### config.mk
export PLATFORM = sky130hd
export DESIGN_NAME = result_merge
export DESIGN_NICKNAME = d
export VERILOG_FILES = /design/src/logic/vec_pkg.sv /design/src/logic/result_merge.sv
export SDC_FILE = /design/constraint.sdc
export NUM_CORES = 1
export LEC_CHECK = 0
export ABC_CLOCK_PERIOD_IN_PS = 1500
export BUFFER_PORTS_ARGS = -buffer_cell sky130_fd_sc_hd__buf_2
export CORE_AREA = 8 8 109 111
export DETAILED_ROUTE_END_ITERATION = 6
export DIE_AREA = 0 0 117 119
export GPL_TIMING_DRIVEN = 0
export PLACE_DENSITY_LB_ADDON = 0.12
export SLEW_MARGIN = 20
export SYNTH_ARGS = -nofsm -noshare
export SYNTH_HDL_FRONTEND = slang
export SYNTH_SLANG_ARGS = --single-unit
### constraint.sdc
create_clock -name clock -period 1.5 [get_ports clock]
set_clock_uncertainty 0.15 [all_clocks]
set_input_delay 0.15 -clock clock [delete_from_list [all_inputs] [get_ports clock]]
set_output_delay 0.15 -clock clock [all_outputs]
set_load 0.01 [all_outputs]
### src/logic/vec_pkg.sv
// Shared widths, operation codes and the vector/scalar word union
package vec_pkg;

    // One Q16.16 component
    localparam int D_BITS = 32;
    localparam int Q_BITS = 16;

    // Operation codes
    localparam int OP_BITS = 2;
    localparam logic [OP_BITS-1:0] OP_ADD   = 2'd0;
    localparam logic [OP_BITS-1:0] OP_CROSS = 2'd1;
    localparam logic [OP_BITS-1:0] OP_SCALE = 2'd2;
    localparam logic [OP_BITS-1:0] OP_DOT   = 2'd3;

    // Command entry is op followed by two operand words
    localparam int CMD_BITS = OP_BITS + 2 * 3 * D_BITS;

    // Entry count of command and result queues
    localparam int FIFO_DEPTH = 4;

    // 96-bit operand or result word
    // vec: three lanes, lane 0 in the low bits
    // sc:  scalar in the low lane, upper 64 bits unused
    typedef union packed {
        logic [2:0][D_BITS-1:0] vec;
        struct packed {
            logic [2*D_BITS-1:0]      pad;
            logic signed [D_BITS-1:0] scalar;
        } sc;
    } vec_word_u;

endpackage

### src/logic/result_merge.sv
// Command sequencer that starts both units and writes the matching result
`timescale 1ns/10ps

module result_merge
    import vec_pkg::*;
(
    input  logic               clock,
    input  logic               reset,

    // Command FIFO side
    input  logic               in_empty,
    output logic               in_rd_en,
    input  logic [OP_BITS-1:0] in_op,

    // Unit side
    output logic               start,
    input  logic               vec_done,
    input  vec_word_u          vec_result,
    input  logic               dot_done,
    input  vec_word_u          dot_result,
    output logic               unit_clear,

    // Result FIFO side
    input  logic               out_full,
    output logic               out_wr_en,
    output vec_word_u          out_result
);

    enum logic {st_idle, st_wait} state, next_state;
    logic [OP_BITS-1:0] op_r;

    always_ff @(posedge clock or posedge reset) begin
        if (reset) begin
            state <= st_idle;
            op_r  <= OP_ADD;
        end else begin
            state <= next_state;
            if (start) begin
                op_r <= in_op;
            end
        end
    end

    always_comb begin
        next_state = state;
        in_rd_en   = 1'b0;
        start      = 1'b0;
        out_wr_en  = 1'b0;
        unit_clear = 1'b0;

        case (state)
            st_idle: begin
                // Pop the head and launch both units on it
                if (!in_empty) begin
                    in_rd_en   = 1'b1;
                    start      = 1'b1;
                    next_state = st_wait;
                end
            end
            st_wait: begin
                if (vec_done && dot_done && !out_full) begin
                    out_wr_en  = 1'b1;
                    unit_clear = 1'b1;
                    next_state = st_idle;
                end
            end
            default: next_state = st_idle;
        endcase
    end

    assign out_result = (op_r == OP_DOT) ? dot_result : vec_result;

    // Unit results only appear for a command in flight
    assert property (@(posedge clock) disable iff (reset)
                     (vec_done || dot_done) |-> state == st_wait)
        else $error("result_merge: unit done without a command in flight");

endmodule

After elaboration in Yosys (flattened, before gate mapping)
Cells that the tools add are included.
{"block": "totals", "elab_cells": 14, "ff_bits": 3, "out_inout_bits": 100, "in_bits": 200}
{"block": "classes", "bitwise_logic": 1, "muxes": 7, "reduce_logical": 3, "eq_ne": 1}
{"cell": "$mux 96", "n": 1}
{"cell": "$mux 1", "n": 5}
{"cell": "$eq 2x2->1 const B", "n": 1}
{"cell": "$logic_and 1x1->1", "n": 2}
{"cell": "$pmux 1 s2", "n": 1}
{"cell": "$logic_not 1->1", "n": 1}
{"cell": "$not 1->1", "n": 1}

Longest topological paths before layout
{"block": "logic_depth", "ltp_word": 4, "depth_mapped": 4, "depth_no_buf": 2}

Worst setup path before layout
Ideal clock, no wire load.
{"block": "synth_timing", "path_type": "flip-flop to output port", "from": "reg op_r[0]", "to": "out out_result[53] (netlist bit)", "setup_slack_ps": 71, "t_arrival_ps": 1129, "path_stages_with_launch": 5, "n_path_buf": 2, "required_time_ps": 1200, "cell_sequence": "dfrtp_1 > nand2_1 > buf_6 > buf_6 > mux2_4"}
{"element": "start: declaration", "line": "result_merge.sv:30", "text": "logic [OP_BITS-1:0] op_r;"}
{"element": "start signal: assignment", "line": "result_merge.sv:39", "text": "op_r <= in_op;"}
{"element": "end: declaration", "line": "result_merge.sv:26", "text": "output vec_word_u out_result"}

==> metrics.yaml <==
placed_design:
  gp_congestion: 0.8081
  pre_cts_ws_ps: -329.1
  io_buffers: 299
  hpwl_um: 8755
  dpl_cell_area_sq_um: 3122
  dp_cells: 554
layout:
  design_area_sq_um: 3603
  area_growth_pct: 147.6
  final_common_cell: "buf_2"
  fin_nets: 632
  layout-drive-gt1-share_pct: 97.68
  fillers: 1049
  final_cell_mix: "259 x buf_2, 55 x mux2_2, 43 x mux2_4"
  instances_no_fill: 567
  n_antenna_cell: 0
  fin_util_pct: 35.71
cts:
  insertion_delay_ps: 220
  root_buffer: "clkbuf_8"
  cts.clk_slew.worst_paths_ps: 30
  cts.htree.levels: 1
  cts_buffers: 3
  cts_tree: "built"
  cts_sinks: 3
  clockBufferDepth: 2
die:
  fp.dieArea_sq_um: 13920
  rows: 37
  initial_core_util_pct: 14.42
  die_h_um: 119
  io_pins: 300
  core_area_sq_um: 10090
  chipWidth_um: 117
global_route:
  top_usage_layer: "met2"
  grt_pass1_vias: 2614
  grtUsageMet2_pct: 24.76
  track_usage_pct: 12.37
  grt_pass1_wl_um: 13920
  antenna_found_initial: 0
  met3_usage_pct: 6.518
  grt_overflow: 0
  use_met1_pct: 10.59
  grt_max_degree: 11
yosys:
  ys_ff_latch: 3
  ys_seq_area_share_pct: 5.159
  synthesis.nets: 319
  synth-warning-count: 0
  synth_area_sq_um: 1455
  syn_inst: 119
  synth_cell_types: 11
  synth_area_per_cell_sq_um: 12.23
timing:
  holdWs_ps: 22.80
  rsz0062_at_grt: "yes"
  worstMarginPinSlew_ps: 211.0
  hold_viol: 0
  fin_tns_setup_ps: -24750
  slew_violations: 0
  relSlewSlack_pct: 85.92
  finalCriticalPeriod_ps: 1790
  fmax_mhz: 558.7
  finalCritPeriodShare_pct: 119.3
  setup_ws_ps: -289.8
  setup_viol: 96
worst_setup_path:
  start_kind: "register"
  end_kind: "primary output"
  cp_slowest_stage_delay_ps: 400
  path_cells: "nand2_4, buf_12, buf_12, mux2_4, buf_2"
  cpMostUsedCell: "buf_12"
  path_max_fanout: 10
  cp_slowest_cell: "dfrtp_1"
  arrival_ps: 1490
  critPathKind: "reg2out"
  crit_required_ps: 1200
routing:
  dr.pass1.iters: 4
  vias_per_cell: 3.907
  wl_per_cell_um: 17.01
  dr_total_vias: 2215
  ant_nets: 0
  wl_um: 9647
  drt_iter0_markers: 39
  drc_errors: 0
min_path:
  holdCritPathClass: "in2reg"
power:
  p_per_area_nw_per_um2: 903.0
  peakVddDrop_mv: 0.3353
  leakage_nw: 2.106
  totalPowerFinal_mw: 3.254
run:
  maxCapViolCount: 0
run_status:
  status: "finished with violations"
  failed_checks: "negative setup slack"
[report_power, final]
group,internal (mW),switching (mW)
registers,0.0997,0.0181
clock network,0.181,0.0551
logic,1.78,1.12
[worst paths after layout]
kind                               start              to  slack [ps]  cells past startpoint
worst max-delay path             op_r[1]  out_result[87]        -290                      5
worst min-delay path            in_op[1]         op_r[1]          20                      2
worst max register to register     state         op_r[1]         290                      2
worst min register to register     state           state         400                      2
max in group asynchronous          reset         op_r[1]         830                      3
min in group asynchronous          reset         op_r[0]         230                      3
[registers in the layout, summed over array words and instances (netlist names)]
name / cells
state: 1
op_r: 2
[synth_stat cells]
master / count / area [sq um]
buf_2: 5 / 25.02
buf_6: 5 / 56.30
and4b_1: 1 / 10.01
mux2_2: 58 / 653.1
nor2_1: 1 / 3.750
mux2_4: 40 / 600.6
dfrtp_1: 3 / 75.07
buf_4: 2 / 15.01
inv_1: 2 / 7.510
a21oi_1: 1 / 5.000
nand2_1: 1 / 3.750
[worst max-delay path, delay by kind of cell, from the launching register on]
kind	cells	cell delay, ps
mux	1	290
simple gates	1	130
flops	1	400
buf+inv	3	450
[timing repair]
action,CTS,global route
gates resized for setup,61,9
endpoints found under the hold margin,4,0
hold buffers,2,0
buffers inserted,5,2
gates cloned,0,1
endpoints found under the setup margin,96,97
pin swaps,1,0
[cell families after synthesis]
| logic type | synth area share (%) |
|---|---|
| multiplexers | 86.16 |
| buffers and inverters | 7.136 |
| flip-flops | 5.159 |
| AND/OR/NAND/NOR | 1.203 |
| AO/OA/AOI/OAI | 0.3436 |
[cell type report]
class / count / area, sq um / share of cell area, %
Multi-Input combinational cell: 102 / 1297 / 36.01
Clock buffer: 4 / 45.04 / 1.250
Buffer: 11 / 160.2 / 4.444
Inverter: 2 / 7.507 / 0.2083
Timing Repair Buffer: 309 / 1848 / 51.28
Sequential cell: 3 / 75.07 / 2.083
Tap cell: 136 / 170.2 / 4.722
[layer usage]
layer	vias to the layer above	share of wire (%)	wire (um)
met5	-	0	0
met4	0	0.50	48
met3	4	17	1614
met2	180	52	5049
met1	962	30	2933
li1	1069	-	-
No activity file was read; power rests on OpenSTA's default activity.
