**src/logic/vec_pkg.sv**
```systemverilog
// Shared widths, operation codes and the vector/scalar word union
package vec_pkg;

    // One Q16.16 component
    localparam int D_BITS = 32;
    localparam int Q_BITS = 16;

    // Operation codes
    localparam int OP_BITS = 2;
    localparam logic [OP_BITS-1:0] OP_ADD   = 2'd0;
    localparam logic [OP_BITS-1:0] OP_CROSS = 2'd1;
    localparam logic [OP_BITS-1:0] OP_SCALE = 2'd2;
    localparam logic [OP_BITS-1:0] OP_DOT   = 2'd3;

    // Command entry is op followed by two operand words
    localparam int CMD_BITS = OP_BITS + 2 * 3 * D_BITS;

    // Entry count of command and result queues
    localparam int FIFO_DEPTH = 4;

    // 96-bit operand or result word
    // vec: three lanes, lane 0 in the low bits
    // sc:  scalar in the low lane, upper 64 bits unused
    typedef union packed {
        logic [2:0][D_BITS-1:0] vec;
        struct packed {
            logic [2*D_BITS-1:0]      pad;
            logic signed [D_BITS-1:0] scalar;
        } sc;
    } vec_word_u;

endpackage

```
**src/logic/dot_unit.sv**
```systemverilog
// Three-cycle dot product with a single shared multiplier
`timescale 1ns/10ps

module dot_unit
    import vec_pkg::*;
(
    input  logic      clock,
    input  logic      reset,
    input  logic      start,
    input  vec_word_u x,
    input  vec_word_u y,
    input  logic      clear,
    output logic      done,
    output vec_word_u result
);

    logic                       busy;
    logic [1:0]                 lane;
    vec_word_u                  x_r;
    vec_word_u                  y_r;
    logic signed [D_BITS-1:0]   acc;
    logic signed [D_BITS-1:0]   mul_a;
    logic signed [D_BITS-1:0]   mul_b;
    logic signed [2*D_BITS-1:0] full_product;
    logic signed [D_BITS-1:0]   product;

    // Lane 0 straight from the inputs on start, later lanes from the captured words
    always_comb begin
        if (start) begin
            mul_a = x.vec[0];
            mul_b = y.vec[0];
        end else begin
            mul_a = x_r.vec[lane];
            mul_b = y_r.vec[lane];
        end
        full_product = mul_a * mul_b;
        product      = D_BITS'(full_product >>> Q_BITS);
    end

    always_ff @(posedge clock) begin
        if (start) begin
            x_r <= x;
            y_r <= y;
            acc <= product;
        end else if (busy) begin
            acc <= acc + product;
        end
    end

    always_ff @(posedge clock or posedge reset) begin
        if (reset) begin
            busy <= 1'b0;
            done <= 1'b0;
            lane <= 2'd0;
        end else if (start) begin
            busy <= 1'b1;
            lane <= 2'd1;
        end else if (busy) begin
            lane <= lane + 2'd1;
            if (lane == 2'd2) begin
                busy <= 1'b0;
                done <= 1'b1;
            end
        end else if (clear) begin
            done <= 1'b0;
        end
    end

    always_comb begin
        result           = '0;
        result.sc.scalar = acc;
    end

    assert property (@(posedge clock) disable iff (reset) start |-> !(busy || done))
        else $error("dot_unit: start while busy or done");

endmodule

```
**config.mk**
```make
export PLATFORM = sky130hd
export DESIGN_NAME = dot_unit
export DESIGN_NICKNAME = d
export VERILOG_FILES = /design/src/logic/vec_pkg.sv /design/src/logic/dot_unit.sv
export SDC_FILE = /design/constraint.sdc
export NUM_CORES = 2
export LEC_CHECK = 0
export BUFFER_PORTS_ARGS = -buffer_cell sky130_fd_sc_hd__buf_2
export CAP_MARGIN = 20
export CELL_PAD_IN_SITES_DETAIL_PLACEMENT = 0
export CELL_PAD_IN_SITES_GLOBAL_PLACEMENT = 1
export CORE_MARGIN = 3
export CORE_UTILIZATION = 50
export DETAILED_ROUTE_END_ITERATION = 10
export GPL_TIMING_DRIVEN = 0
export PLACE_DENSITY_LB_ADDON = 0.1
export SYNTH_ARGS = -nofsm -noshare
export SYNTH_HDL_FRONTEND = slang
export SYNTH_SLANG_ARGS = --single-unit
```
**constraint.sdc**
```tcl
create_clock -name clock -period 14.08 [get_ports clock]
set_input_delay 0.704 -clock clock [delete_from_list [all_inputs] [get_ports clock]]
set_output_delay 0.704 -clock clock [all_outputs]
set_load 0.01 [all_outputs]
```
After elaboration in Yosys (flattened, before gate mapping)
Cells that the tools add are included.
- output and inout bits: 97
- logic and storage cells: 32
- bits in registers: 228
- input port bits: 196
- mux-type cells: 16
- equality and inequality tests: 2
- $lt $le $gt $ge: 1
- reduce and logical (&&, ||, !) cells: 3
- $add $sub $neg: 2
- bitwise gates (word level): 1
- multipliers: 1
- operators by type and width (operator ; count):
    two-way mux 32 bit ; 6
    binary-select mux 32 bit (select 2 bit) ; 2
    multiplier 32 x 32 -> 48 bit ; 1
    adder 32 bit ; 1
    two-way mux 1 bit ; 6
    two-way mux 2 bit ; 2
    nonzero test 2 bit ; 2
    < comparator 2 x 3 -> 1 bit (second input constant) ; 1
    AND reduction 3 bit ; 1
    adder 2 x 1 -> 2 bit (second input constant) ; 1
    == test 2 bit (second input constant) ; 1
    != test 2 x 1 -> 1 bit (second input constant) ; 1
    NOT 1 bit ; 1

Logic depth before layout (Yosys ltp)
- depth after elaboration: 7
- mapped depth: 47
- depth with buffers taken out: 42

Worst setup path after synthesis
No wires, ideal clock.
- path kind: input-to-reg
- from: in start
- to: reg acc[31] (data pin)
- arrival: 11.091 ns
- setup time: 0.259 ns
- stages on the path: 45
- path buffers: 7
- required time: 13.821 ns
- setup slack: 2.730 ns
- cells stage by stage: buf_2 -> inv_1 -> buf_2 -> buf_2 -> buf_2 -> buf_2 -> buf_2 -> mux2i_1 -> clkbuf_1 -> nor2_1 -> fa_1 -> fa_1 -> fa_1 -> inv_1 -> fa_1 -> inv_1 -> fa_1 -> inv_1 -> [9 not listed] -> o21ai_2 -> nand4_1 -> and3b_1 -> o21bai_1 -> a21o_1 -> xor2_1 -> ha_1 -> nand3_1 -> o221ai_1 -> a21oi_1 -> o21ai_0 -> a31oi_1 -> o2bb2ai_1 -> o311a_1 -> o21ai_0 -> mux2i_1 -> xnor2_1 -> xnor2_1
- word-level cells in the longest chain between the ends: 5
- elaborated cells on any way between the ends: 6
- those cells by class: add/sub (1); mul (1); mux (4)
- RTL lines (item ; RTL line ; source):
    from (decl) ; dot_unit.sv:9 ; input logic start,
    two-way mux 32 bit ; dot_unit.sv:29 ; if (start) begin
    multiplier 32 x 32 -> 48 bit ; dot_unit.sv:36 ; full_product = mul_a * mul_b;
    adder 32 bit ; dot_unit.sv:46 ; acc <= acc + product;
    two-way mux 32 bit ; dot_unit.sv:45 ; end else if (busy) begin
    two-way mux 32 bit * ; dot_unit.sv:41 ; if (start) begin
    to (signal assigned) ; dot_unit.sv:44 ; acc <= product;
    to (signal assigned) ; dot_unit.sv:46 ;
    to (decl) ; dot_unit.sv:21 ; logic signed [D_BITS-1:0] acc;
Every way passes the cells marked *; elsewhere a longest branch is shown, timed or not. The select of a mux whose other input is x is not followed.
A chain may end at the register's enable or synchronous reset.

Worst setup path in the final report
- from: reg lane[1]
- to: reg acc[29] (data pin)
- word-level cells in the longest chain between the ends: 7
- elaborated cells on any way between the ends: 10
- those cells by class: add/sub (1); mul (1); mux (8)
- RTL lines (item ; RTL line ; source):
    from (decl) ; dot_unit.sv:18 ; logic [1:0] lane;
    from (signal assigned) ; dot_unit.sv:59 ; lane <= lane + 2'd1;
    binary-select mux 32 bit (select 2 bit) (on tied branches) ; dot_unit.sv:33, dot_unit.sv:34 ;
    two-way mux 32 bit (on tied branches) ; dot_unit.sv:33, dot_unit.sv:34 ;
    two-way mux 32 bit ; dot_unit.sv:29 ;
    multiplier 32 x 32 -> 48 bit * ; dot_unit.sv:36 ;
    adder 32 bit ; dot_unit.sv:46 ;
    two-way mux 32 bit ; dot_unit.sv:45 ;
    two-way mux 32 bit * ; dot_unit.sv:41 ;
Marks and branches as above.

==> metrics.txt <==
area fraction of the dominant cell type after synthesis=42.9%; Fin. Hold Viols=0; CP Class=reg2reg; count leader, synth=fa_1; layout cell share with drive strength beyond 1=12.8%; largest net degree at the start of global routing=118; crit path launch type=flop; CP Data Arrival Time=13940 ps; final period utilization=96.9%; commonest register cell after synthesis=edfxtp_1; Max Clock Freq=73.3 MHz; die area=81700 um2; Final nets=5541; clock buffer count from CTS=23; Core Footprint=76700 um2; number of I/O pins=293; drt pass-1 iters=6; initial antenna violation count=10; Final ANT Viol Nets=0; area leader, netlist=fa_1; final wirelength=142 mm; max incr delay on CP=540 ps; critical path's top delay family=adder cells; P&R area growth vs syn=10.8%; routed wire length per instance=26.6 um; crit-path most repeated cell=fa_1; Worst EP required=14390 ps; first-pass GRT wire length=207 mm; HP Class=in2async; Die H=286 um; 1st-iter DRT viols=2425; TritonCTS clock tree=yes; Clock Skew=19.8 ps; Placer Congestion=1.02; Register Area=6830 um2; Post-synth EDFFs=224; worst r2r path cells=46; Site Rows=101; Vias/cell=5.53; multi-input logic area=28600 um2; buffer and inverter count on the worst path=11; critical path's slowest cell=o21ai_0; DP HPWL=121 mm; design area=43400 um2; routed vias=29.6k; syn_area_per_cell=9.91 um2; Clock Sinks=228; Worst-path clk slew=70 ps; vias in the first global route=31.2k; Worst setup EP type=flop; crit-path max FO=10; RSZ-0062 raised after global routing=no; Distinct cells, synth=72; Worst path depth=46; sequential area share after synthesis=17.4%; clk root buf=clkbuf_16; relative slew slack=15.6%; final-report max-slew violation count=0; Area after DPL=42400 um2; Yosys reg bits=228; final setup vio count=0; synth warn=0; Max Cap Viol=0; clk buf depth=3; drt drc=0; Initial Util=51.0%; Slew @ Worst Pin=1230 ps; synth top area cells=fa_1 (43%), edfxtp_1 (17%), inv_1 (7.9%), ha_1 (6.4%), nor2_1 (5.2%); Die X=286 um; fillers=7118; Cells after Synth=3950; minimum clock period=13640 ps; outcome=completed; post-synthesis async set-or-reset flop share=1.75%; hold-fix buffers at CTS=0; Synth Cell Area=39200 um2; Global Route Usage Sum=35.5%; Final Util=56.6%; Worst-Skew Late Latency=560 ps; top cells by count, synth=fa_1 (839), inv_1 (821), nor2_1 (539); H-tree depth=1; gr ovfl total=0; port bufs=228
==> cell type report <==
class                   count  share of cell area [%]
multi-input cells        2735                    65.9
flip-flops and latches    228                    15.7
inverters                 822                    7.11
repair buffers            271                    3.94
well taps                1030                    2.97
plain buffers             225                    2.77
clock buffers              29                    1.38
clock inverters            11                   0.202
diodes                      6                  0.0346
==> logic make-up (layout without fill, tap and decap cells) <==
| family | Yosys count | count (layout) | share of synthesized area, % |
|---|---|---|---|
| muxes | 182 | 182 | 4.91 |
| other | 1 | 70 | 0.00958 |
| and+or+nand+nor | 1075 | 1075 | 10.7 |
| AOI/OAI and AO/OA | 276 | 276 | 4.66 |
| buffers and inverters | 1050 | 1358 | 10.8 |
| DFF | 228 | 228 | 17.4 |
| adders and majority gates | 1039 | 1039 | 49.3 |
| xor gates and xnor gates | 99 | 99 | 2.21 |
==> layout by cell type, fill, tap and decap left out, types with 31 or more instances in the layout <==
| master | synthesis | layout |
|---|---|---|
| nor2_1 | 539 | 539 |
| o21ai_0 | 79 | 79 |
| clkbuf_2 | 0 | 36 |
| edfxtp_1 | 224 | 224 |
| conb_1 | 1 | 64 |
| fa_1 | 839 | 839 |
| buf_4 | 67 | 79 |
| ha_1 | 200 | 200 |
| clkbuf_1 | 137 | 102 |
| nand2_1 | 466 | 465 |
| a21oi_1 | 66 | 63 |
| mux2i_1 | 107 | 77 |
| buf_2 | 17 | 241 |
| xnor2_1 | 77 | 77 |
| inv_1 | 821 | 821 |
| a21o_1 | 31 | 31 |
| mux2_2 | 71 | 71 |
==> through the flow <==
| step | setup TNS [ps] | cells | hold WS, ps | setup WS (ps) |
|---|---|---|---|---|
| detailed placement | -21310 | 5312 | 524 | -1700 |
| CTS | 0 | 5350 | 15.6 | 15.6 |
| global placement | -92490 | 5271 | 520 | -4460 |
| floorplan | 0 | 4013 | 470 | 2730 |
| global route | 0 | 5353 | 29.6 | 35.4 |
| finish | 0 | 5357 | 34.5 | 443 |
==> sequential cells by signal, indices dropped and copies added (netlist names) <==
signal	count
x_r	96
acc	32
y_r	96
busy	1
done	1
lane	2
==> routing by layer <==
layer	vias to the layer above	global-route usage, %	wire (um)
li1	12600	-	-
met1	15200	45.3	53800
met2	1465	57.9	66500
met3	343	6.10	11700
met4	4	20.0	10400
met5	-	0	24
==> repair_timing <==
action / in CTS / in global routing
resized for setup: 54 / 46
pin swaps: 0 / 1
buffers inserted: 0 / 0
cloned: 0 / 1
setup endpoints to repair: 16 / 15
==> final timing paths <==
check | startpoint | end | slack, ps
max in group asynchronous | reset | busy$_DFF_PP0_ | 13890
setup / recovery | lane[1]$_DFFE_PP0P_ | acc[29]$_DFFE_PP_ | 440
hold / removal | reset | lane[0]$_DFFE_PP0P_ | 30
setup reg to reg | lane[1]$_DFFE_PP0P_ | acc[29]$_DFFE_PP_ | 440
min in group clock | x[53] | x_r[53]$_DFFE_PP_ | 310
hold reg to reg | busy$_DFF_PP0_ | lane[1]$_DFFE_PP0P_ | 530
Power is left out: the tool's default activity adds up to more than one toggle a clock period on the data nets, which glitch-free logic cannot reach.
