===== config.mk =====
export PLATFORM = sky130hd
export DESIGN_NAME = sync_fifo
export DESIGN_NICKNAME = d
export VERILOG_FILES = /design/src/logic/sync_fifo.sv
export SDC_FILE = /design/constraint.sdc
export NUM_CORES = 1
export LEC_CHECK = 0
export BUFFER_PORTS_ARGS = -buffer_cell sky130_fd_sc_hd__buf_2
export CAP_MARGIN = 10
export CORE_MARGIN = 4
export CORE_UTILIZATION = 55
export DETAILED_ROUTE_END_ITERATION = 10
export PLACE_DENSITY = 0.77
export SYNTH_ARGS = -nofsm -noshare
export SYNTH_HDL_FRONTEND = slang
export SYNTH_SLANG_ARGS = --single-unit

===== constraint.sdc =====
create_clock -name clock -period 2.8 [get_ports clock]
set_input_delay 0.14 -clock clock [delete_from_list [all_inputs] [get_ports clock]]
set_output_delay 0.14 -clock clock [all_outputs]
set_load 0.01 [all_outputs]

===== src/logic/sync_fifo.sv =====
// Single-clock first-word-fall-through FIFO with full and empty flags
`timescale 1ns/10ps

module sync_fifo #(
    parameter int WIDTH = 32,
    parameter int DEPTH = 4
) (
    input  logic             clock,
    input  logic             reset,
    input  logic             wr_en,
    input  logic [WIDTH-1:0] din,
    output logic             full,
    input  logic             rd_en,
    output logic [WIDTH-1:0] dout,
    output logic             empty
);

    logic [WIDTH-1:0]           mem [DEPTH];
    logic [$clog2(DEPTH)-1:0]   rd_ptr;
    logic [$clog2(DEPTH)-1:0]   wr_ptr;
    logic [$clog2(DEPTH+1)-1:0] count;
    logic                       do_wr;
    logic                       do_rd;

    assign full  = (count == DEPTH);
    assign empty = (count == 0);
    assign do_wr = wr_en && !full;
    assign do_rd = rd_en && !empty;

    // Head is visible without a read
    assign dout = mem[rd_ptr];

    always_ff @(posedge clock) begin
        if (do_wr) begin
            mem[wr_ptr] <= din;
        end
    end

    always_ff @(posedge clock or posedge reset) begin
        if (reset) begin
            rd_ptr <= '0;
            wr_ptr <= '0;
            count  <= '0;
        end else begin
            if (do_wr) begin
                wr_ptr <= (wr_ptr == DEPTH - 1) ? '0 : wr_ptr + 1'b1;
            end
            if (do_rd) begin
                rd_ptr <= (rd_ptr == DEPTH - 1) ? '0 : rd_ptr + 1'b1;
            end
            if (do_wr && !do_rd) begin
                count <= count + 1'b1;
            end else if (do_rd && !do_wr) begin
                count <= count - 1'b1;
            end
        end
    end

    assert property (@(posedge clock) disable iff (reset) !(wr_en && full))
        else $error("sync_fifo: write while full");
    assert property (@(posedge clock) disable iff (reset) !(rd_en && empty))
        else $error("sync_fifo: read while empty");

endmodule


# Yosys cells after proc, flatten, opt, wreduce, memory -nomap -nowiden
# Memories as Yosys holds them, arrays and structs flattened.
# Index checks and enable logic that the tools add are counted.
[word_totals]
ram_bits = 128
in_bits = 36
n_memories = 1
ff_bits = 7
[mem_list]
columns = ["name", "words", "width", "rd", "rd_ports_with_merged_regs", "wr", "line_no", "source"]
rows = [
  ["mem", 4, 32, 1, 0, 1, "18", "logic [WIDTH-1:0] mem [DEPTH];"],
]
[classes]
n_addsub = 4
n_reduce_logical = 10
muxes = 6
eq_ne = 3
[ops]
columns = ["operator", "count"]
rows = [
  ["3-bit 2-to-1 mux", 2],
  ["2-bit by 1-bit adder with 2-bit output, second input constant", 2],
  ["2-bit == test, second input constant", 2],
  ["1-bit logical AND", 4],
  ["1-bit logical NOT", 4],
  ["2-bit 2-to-1 mux", 2],
  ["3-bit by 1-bit adder with 3-bit output, second input constant", 1],
  ["3-bit == test, second input constant", 1],
  ["3-bit logical NOT", 1],
  ["3-bit by 1-bit subtractor with 3-bit output, second input constant", 1],
  ["1-bit 2-to-1 mux", 2],
  ["2-bit nonzero test", 1],
]

# Depth between registers and ports, before layout
# Gate-level depths: netlist of run 1.
[depth]
depth_word = 7
ltp_mapped = 9

# Worst setup path before layout of run 1
# OpenSTA, ideal clock, no wires.
[synth_timing]
path_type = "reg2reg"
from = "register count[2]"
to = "memory mem[0][0], enable pin"
t_arrival_ns = 1.666
synth_period_minus_slack_ns = 2.058
setup_time_ns = 0.392
slack_ns = 0.742
n_path_buf = 1
required_time_ns = 2.408
path_stages_with_launch = 5
path_cell_list = "dfrtp_1 -> nor3b_2 -> nor2b_1 -> buf_2 -> and2_1"
[synth_between]
elab_chain_len = 5
[synth_lines]
columns = ["element", "line_no", "source"]
rows = [
  ["start: declaration", "21", "logic [$clog2(DEPTH+1)-1:0] count;"],
  ["start signal: assignment", "52", "count <= count + 1'b1;"],
  ["start signal: assignment", "54", "count <= count - 1'b1;"],
  ["3-bit == test", "25", "assign full = (count == DEPTH);"],
  ["named net full", "12", "output logic full,"],
  ["1-bit logical NOT", "27", "assign do_wr = wr_en && !full;"],
  ["1-bit logical AND", "27", ""],
  ["named net do_wr", "22", "logic do_wr;"],
  ["1-bit 2-to-1 mux", "34", "if (do_wr) begin"],
  ["1-bit 2-to-1 mux (not written as such)", "35", "mem[wr_ptr] <= din;"],
  ["end: declaration", "18", ""],
]
# The timed path passes the listed nets, and every way through them passes these cells.

# Worst setup path after layout of run 1
[layout_timing]
from = "register rd_ptr[0]"
to = "output dout[15]"
[layout_between]
elab_chain_len = 1
[layout_lines]
columns = ["element", "line_no", "source"]
rows = [
  ["start: declaration", "19", "logic [$clog2(DEPTH)-1:0] rd_ptr;"],
  ["start signal: assignment", "49", "rd_ptr <= (rd_ptr == DEPTH - 1) ? '0 : rd_ptr + 1'b1;"],
  ["memory read 4 x 32 bit", "--", ""],
  ["end: declaration", "14", "output logic [WIDTH-1:0] dout,"],
]
# No other way between the ends.

==> impl_metrics.yaml, run 1 <==
placement:
  port-buffer-count: 69
  finalWeightedCongestion: 0.687
  dp_hpwl_mm: 5.25
synthesis:
  synth_compound_area_frac: 0.00396
  synth_top_family_by_area: "multiplexers"
  yosysSeqAreaShare: 0.794
  syn_nets: 249
  synth.avg_cell_area_um2: 24.6
  synth_adder_area_share: 0.0188
  synth_mux_area_frac: 0.153
  ys_types: 20
  yosys_warnings: 0
  synth_xor_area_frac: 0.00519
  synthCells: 206
  syn-cell-area_um2: 5060
  synth_top_cell_by_area: "edfxtp_1"
  synth_seq_cells: 135
  synth_top_area_frac: 0.759
  synth_simple_gate_area_frac: 0.0121
  netlist_top_cells_area: "edfxtp_1, mux4_2, dfrtp_1"
timing:
  tightest_slew_ns: 0.820
  fmax_mhz: 436
  finalSetupViolCount: 0
  final_hold_viol_count: 0
  fin_crit_sh: 0.819
  relSlewSlack: 0.453
  slew_viol_final: 0
  period_needed_ns: 2.29
  skew_ns: 0.00695
  rsz0062_at_grt: "no"
  setup_tns_ns: 0
drt:
  postRouteAntennaNets: 0
  drt-total-wl_mm: 8.79
  via_count: 2437
  drt-met1-wl_mm: 3.80
  top_layer_used: "met4"
  drc: 0
  viasPerCell: 5.48
  met3_length_um: 575
  routedWlPerCell_um: 19.7
  drtIter0Drc: 155
  wl_met2_mm: 4.29
  first_pass_iters: 5
global_route:
  track_usage: 0.179
  antenna_found_initial: 0
  grt_overflow_total: 0
  grt_pass1_vias: 2761
  grt_pass1_wl_mm: 14.5
  grt_max_degree: 35
critical_path:
  r2r_slack_ns: 0.52
  crit_end: "dout[15]"
  reg2regPathDepth: 8
  rr_startpoint: "count[2]"
  critPathKind: "reg2out"
  timing.critical_path.slowest_stage_cell: "dfrtp_2"
  worstPathArrival_ns: 2.15
  path_cells: "buf_12 -> mux4_2 -> buf_2"
  cpPeakStageDelay_ns: 0.63
  critical_path_peak_fanout: 23
  cp-startpoint: "rd_ptr[0]"
  end_kind: "output port"
  required_ns: 2.66
  worstReg2RegEnd: "count[2]"
  cp-start-kind: "flip-flop"
clocking:
  numCtsBuffers: 17
  cts_setup_buffers: 0
  clkTransAtPathRegs_ns: 0.06
  cts.sinks: 135
  cts_tree: "yes"
  clk-insertion-delay-late_ns: 0.51
  htreeDepth: 4
  root_buffer: "clkbuf_8"
  cts_buffer_depth: 2
pwr:
  leakage_nw: 2.29
  p_per_area_nw_per_um2: 1030
  power_mw: 6.66
  vdd_drop_max_mv: 0.720
final_layout:
  syn_to_final_growth_pct: 27.4
  n_antenna_cell: 0
  fillers: 517
  nets: 367
  drive_gt1_frac: 0.439
  register_area_um2: 4020
  multi_input_comb_area_um2: 981
worst_hold_path:
  min_path_type: "in2async"
die:
  dieArea_um2: 10800
  start_util: 0.572
  num_io_pins: 70
  die_y_um: 104
  coreArea_um2: 8850
  die_x_um: 104
  rows: 34
run_status:
  outcome: "finished clean"
job:
  max_cap_violations: 0
## per-stage QoR
| stage | hold WS (ns) | setup WS, ns | cell area, um2 | utilization | instances |
|---|---|---|---|---|---|
| 6_report | 0.0999 | 0.508 | 6450 | 0.729 | 445 |
| 5_1_grt | 0.110 | 0.350 | 6450 | 0.729 | 445 |
| 4_1_cts | 0.0848 | 0.451 | 6450 | 0.729 | 445 |
| 3_5_place_dp | 0.0849 | 0.531 | 5590 | 0.631 | 379 |
| 3_3_place_gp | 0.0885 | 0.646 | 5590 | 0.631 | 379 |
| 2_1_floorplan | -0.0566 | 0.742 | 5060 | - | 206 |
## flip-flops by register name, summed over array words and instances (netlist names)
name / cells
count: 3
mem: 128
rd_ptr: 2
wr_ptr: 2
## worst min-delay path by stage
stage | from | slack, ns | cells after the start | endpoint
5_1_grt | reset | 0.11 | 3 | wr_ptr[1]
3_5_place_dp | reset | 0.08 | 2 | count[0]
2_1_floorplan | reset | -0.06 | 1 | count[0]
6_report | reset | 0.1 | 3 | wr_ptr[1]
3_3_place_gp | reset | 0.09 | 2 | wr_ptr[1]
4_1_cts | reset | 0.08 | 3 | wr_ptr[1]
## kinds of logic (layout without fill, tap and decap cells)
family                     Yosys count  after routing
muxes                               36             36
buffers and inverters               13            144
xor gates and xnor gates             3              3
AOI/OAI and AO/OA                    2              2
and+or+nand+nor                     10             10
adders and majority gates            7              7
DFF                                135            135
## area by class of cell
type	count	share of cell area
well taps	108	0.0210
repair buffers	108	0.120
multi-input cells	58	0.152
clock inverters	13	0.0159
flip-flops and latches	135	0.623
clock buffers	19	0.0654
inverters	4	0.00233
## critical path: cells and delay by family (launching register included)
family / cells / cell delay, ns
flops: 1 / 0.63
mux: 1 / 0.56
buf+inv: 2 / 0.44
## layout by cell type (no fill, tap or decap), drive strengths merged
| master | synthesis | final |
|---|---|---|
| buf | 8 | 74 |
| xor2 | 2 | 2 |
| nor3 | 2 | 2 |
| mux2 | 4 | 4 |
| edfxtp | 128 | 128 |
| o31ai | 1 | 1 |
| a21o | 1 | 1 |
| dlygate4sd3 | 0 | 34 |
| clkinvlp | 0 | 6 |
| mux4 | 32 | 32 |
| ha | 6 | 6 |
| fa | 1 | 1 |
| nor2 | 2 | 2 |
| inv | 4 | 6 |
| nor2b | 1 | 1 |
| and2 | 4 | 4 |
| xnor2 | 1 | 1 |
| nor3b | 1 | 1 |
| dfrtp | 7 | 7 |
| clkinv | 0 | 5 |
| clkbuf | 1 | 19 |
## power by group
| group | total [mW] | internal, mW | switching (mW) |
|---|---|---|---|
| Combinational | 1.79 | 0.947 | 0.847 |
| Clock | 1.91 | 1.09 | 0.816 |
| Sequential | 2.95 | 2.68 | 0.277 |
| Total | 6.66 | 4.72 | 1.94 |
## layer usage
metal	vias up	GRT usage
met5	-	0
met4	0	0.0608
met3	12	0.0664
met1	1238	0.232
li1	1100	-
met2	87	0.282
## Yosys cell counts (all sizes together)
master / n
and2: 4
edfxtp: 128
inv: 4
xor2: 2
nor3: 2
fa: 1
nor2: 2
mux2: 4
a21o: 1
dfrtp: 7
o31ai: 1
clkbuf: 1
buf: 8
mux4: 32
nor2b: 1
nor3b: 1
xnor2: 1
ha: 6
## repair_timing
item	in CTS	in global routing
resized for setup	0	0
hold buffers	34	0
endpoints found under the hold margin	136	0
No activity file was read; power rests on OpenSTA's default activity.
==> run 2, diff against run 1 <==
==> constraint.sdc (replaced) <==
create_clock -name clock -period 2.2 [get_ports clock]
set_input_delay 0.11 -clock clock [delete_from_list [all_inputs] [get_ports clock]]
set_output_delay 0.11 -clock clock [all_outputs]
set_load 0.01 [all_outputs]
==> run 2 against run 1 <==
Wire length is 9.4% higher. Global-route usage is 1.6 points higher. Power is 35% higher. Die area stayed put. Worst setup slack worse by 0.36 ns. Sequential cell count stayed put. Critical path depth stayed put. Sequential share of layout area is 1.1 points lower. Clock power is 48% higher. Combinational power is 38% higher. Register-to-register slack worse by 0.28 ns. Hold slack worse by 0.044 ns. Critical endpoint is now dout[19]. Largest cell class unchanged. Largest power group unchanged.
==> impl_metrics.yaml, run 2 (synthesis results as in run 1) <==
drt:
  drtIter0Drc: 106
  routedWlPerCell_um: 21.2
  first_pass_iters: 5
  via_count: 2527
  drt-total-wl_mm: 9.61
  postRouteAntennaNets: 0
  drc: 0
  viasPerCell: 5.58
worst_hold_path:
  min_path_type: "in2reg"
  holdCritStartpoint: "rd_en"
  holdPathStages: 4
pwr:
  vdd_drop_max_mv: 0.815
  p_sw_mw: 2.48
  p_per_area_nw_per_um2: 1360
  p_seq_frac: 0.409
  leakage_nw: 2.37
  swShare: 0.277
  p_int_mw: 6.48
  share_comb_of_total_power: 0.276
  pwr-share-clk: 0.315
timing:
  slew_viol_final: 0
  finalSetupViolCount: 0
  skew_ns: 0.00486
  relSlewSlack: 0.711
  timing.final.ws_setup_ns: 0.145
  final_hold_viol_count: 0
  rsz0062_at_grt: "no"
  period_needed_ns: 2.05
  setup_tns_ns: 0
  timing.hold.ws_ns: 0.0558
  tightest_slew_ns: 0.434
  fin_crit_sh: 0.934
  fmax_mhz: 487
global_route:
  use_met1: 0.254
  grt_overflow_total: 0
  grt-busiest-layer: "met2"
  track_usage: 0.195
  grt_pass1_wl_mm: 15.6
  grtUsageMet2: 0.309
  met3_usage: 0.0621
  antenna_found_initial: 0
  grt_max_degree: 23
  grt_pass1_vias: 2766
placement:
  dp_hpwl_mm: 5.36
  port-buffer-count: 69
  finalWeightedCongestion: 0.707
  placement.setup.worst_slack_ns: 0.236
clocking:
  cts_tree: "yes"
  clkTransAtPathRegs_ns: 0.06
  clk-insertion-delay-late_ns: 0.51
  root_buffer: "clkbuf_8"
  numCtsBuffers: 17
  htreeDepth: 4
  cts_buffer_depth: 2
  cts.sinks: 135
final_layout:
  n_antenna_cell: 0
  largest_registers: "mem (128), count (3)"
  largest_reg_flops: 128
  layout_common_cells: "edfxtp_1, buf_2, dlygate4sd3_1"
  drive_gt1_frac: 0.446
  syn_to_final_growth_pct: 29.8
  nets: 375
  largest_register: "mem"
  layout_commonest_cell: "edfxtp_1"
die:
  dieArea_um2: 10800
  die_x_um: 104
  start_util: 0.572
  die_y_um: 104
  num_io_pins: 70
  coreArea_um2: 8850
  rows: 34
run_status:
  outcome: "finished clean"
critical_path:
  reg2regPathDepth: 7
  rr_startpoint: "count[0]"
  cpPeakStageDelay_ns: 0.58
  timing.critical_path.slowest_stage_cell: "mux4_2"
  cp-start-kind: "flip-flop"
  worstPathArrival_ns: 1.94
  critPathKind: "reg2out"
  cp-startpoint: "rd_ptr[0]"
  path_cells: "buf_4 -> mux4_2 -> buf_2"
  required_ns: 2.09
  critical_path_peak_fanout: 19
  end_kind: "output port"
job:
  max_cap_violations: 0
run 2: timing repair:
action / 4_1_cts / 5_1_grt
endpoints found under the hold margin: 135 / 0
gates resized for setup: 0 / 0
buffers inserted: 0 / 0
hold buffers: 33 / 0
run 2: layer usage:
| layer | vias up | routed length, um |
|---|---|---|
| met5 | - | 0 |
| met4 | 0 | 193 |
| met3 | 18 | 585 |
| met2 | 93 | 4990 |
| met1 | 1297 | 3840 |
| li1 | 1119 | - |
run 2: worst max-delay path, delay by kind of cell (launching register included):
| family | cells | cell delay, ns |
|---|---|---|
| buffers and inverters | 2 | 0.49 |
| flip-flops | 1 | 0.36 |
| multiplexers | 1 | 0.58 |
run 2: area by class of cell:
class,count,area [um2]
sequential,135,4020
clock buffer,17,414
fill,501,2280
multi-input combinational,58,981
tap,108,135
timing repair buffer,116,818
clock inverter,15,184
inverter,4,15.0
run 2: path summary, 6_finish.rpt:
path	endpoint	slack (ns)
max	dout[19]	0.15
min	rd_ptr[0]	0.06
max reg2reg	count[2]	0.24
min reg2reg	count[2]	0.54
max in group asynchronous	rd_ptr[1]	1.85
min in group asynchronous	count[1]	0.09
run 2: power groups by stage:
stage | Clock [mW] | Sequential [mW] | Combinational, mW
after floorplan | 0 | 3.59 | 1.63
after detailed placement | 0 | 3.70 | 2.45
after CTS | 2.86 | 3.67 | 2.52
final | 2.82 | 3.66 | 2.47
after global placement | 0 | 3.66 | 2.41
after global routing | 3.00 | 3.71 | 2.69
run 2: stage by stage:
step	instance area, um2	utilization	power, mW	cells
6_report	6570	0.742	8.96	453
5_1_grt	6570	0.742	9.40	453
4_1_cts	6570	0.742	9.05	453
3_5_place_dp	5640	0.637	6.15	388
3_3_place_gp	5640	0.637	6.07	388
2_1_floorplan	5060	-	5.22	206
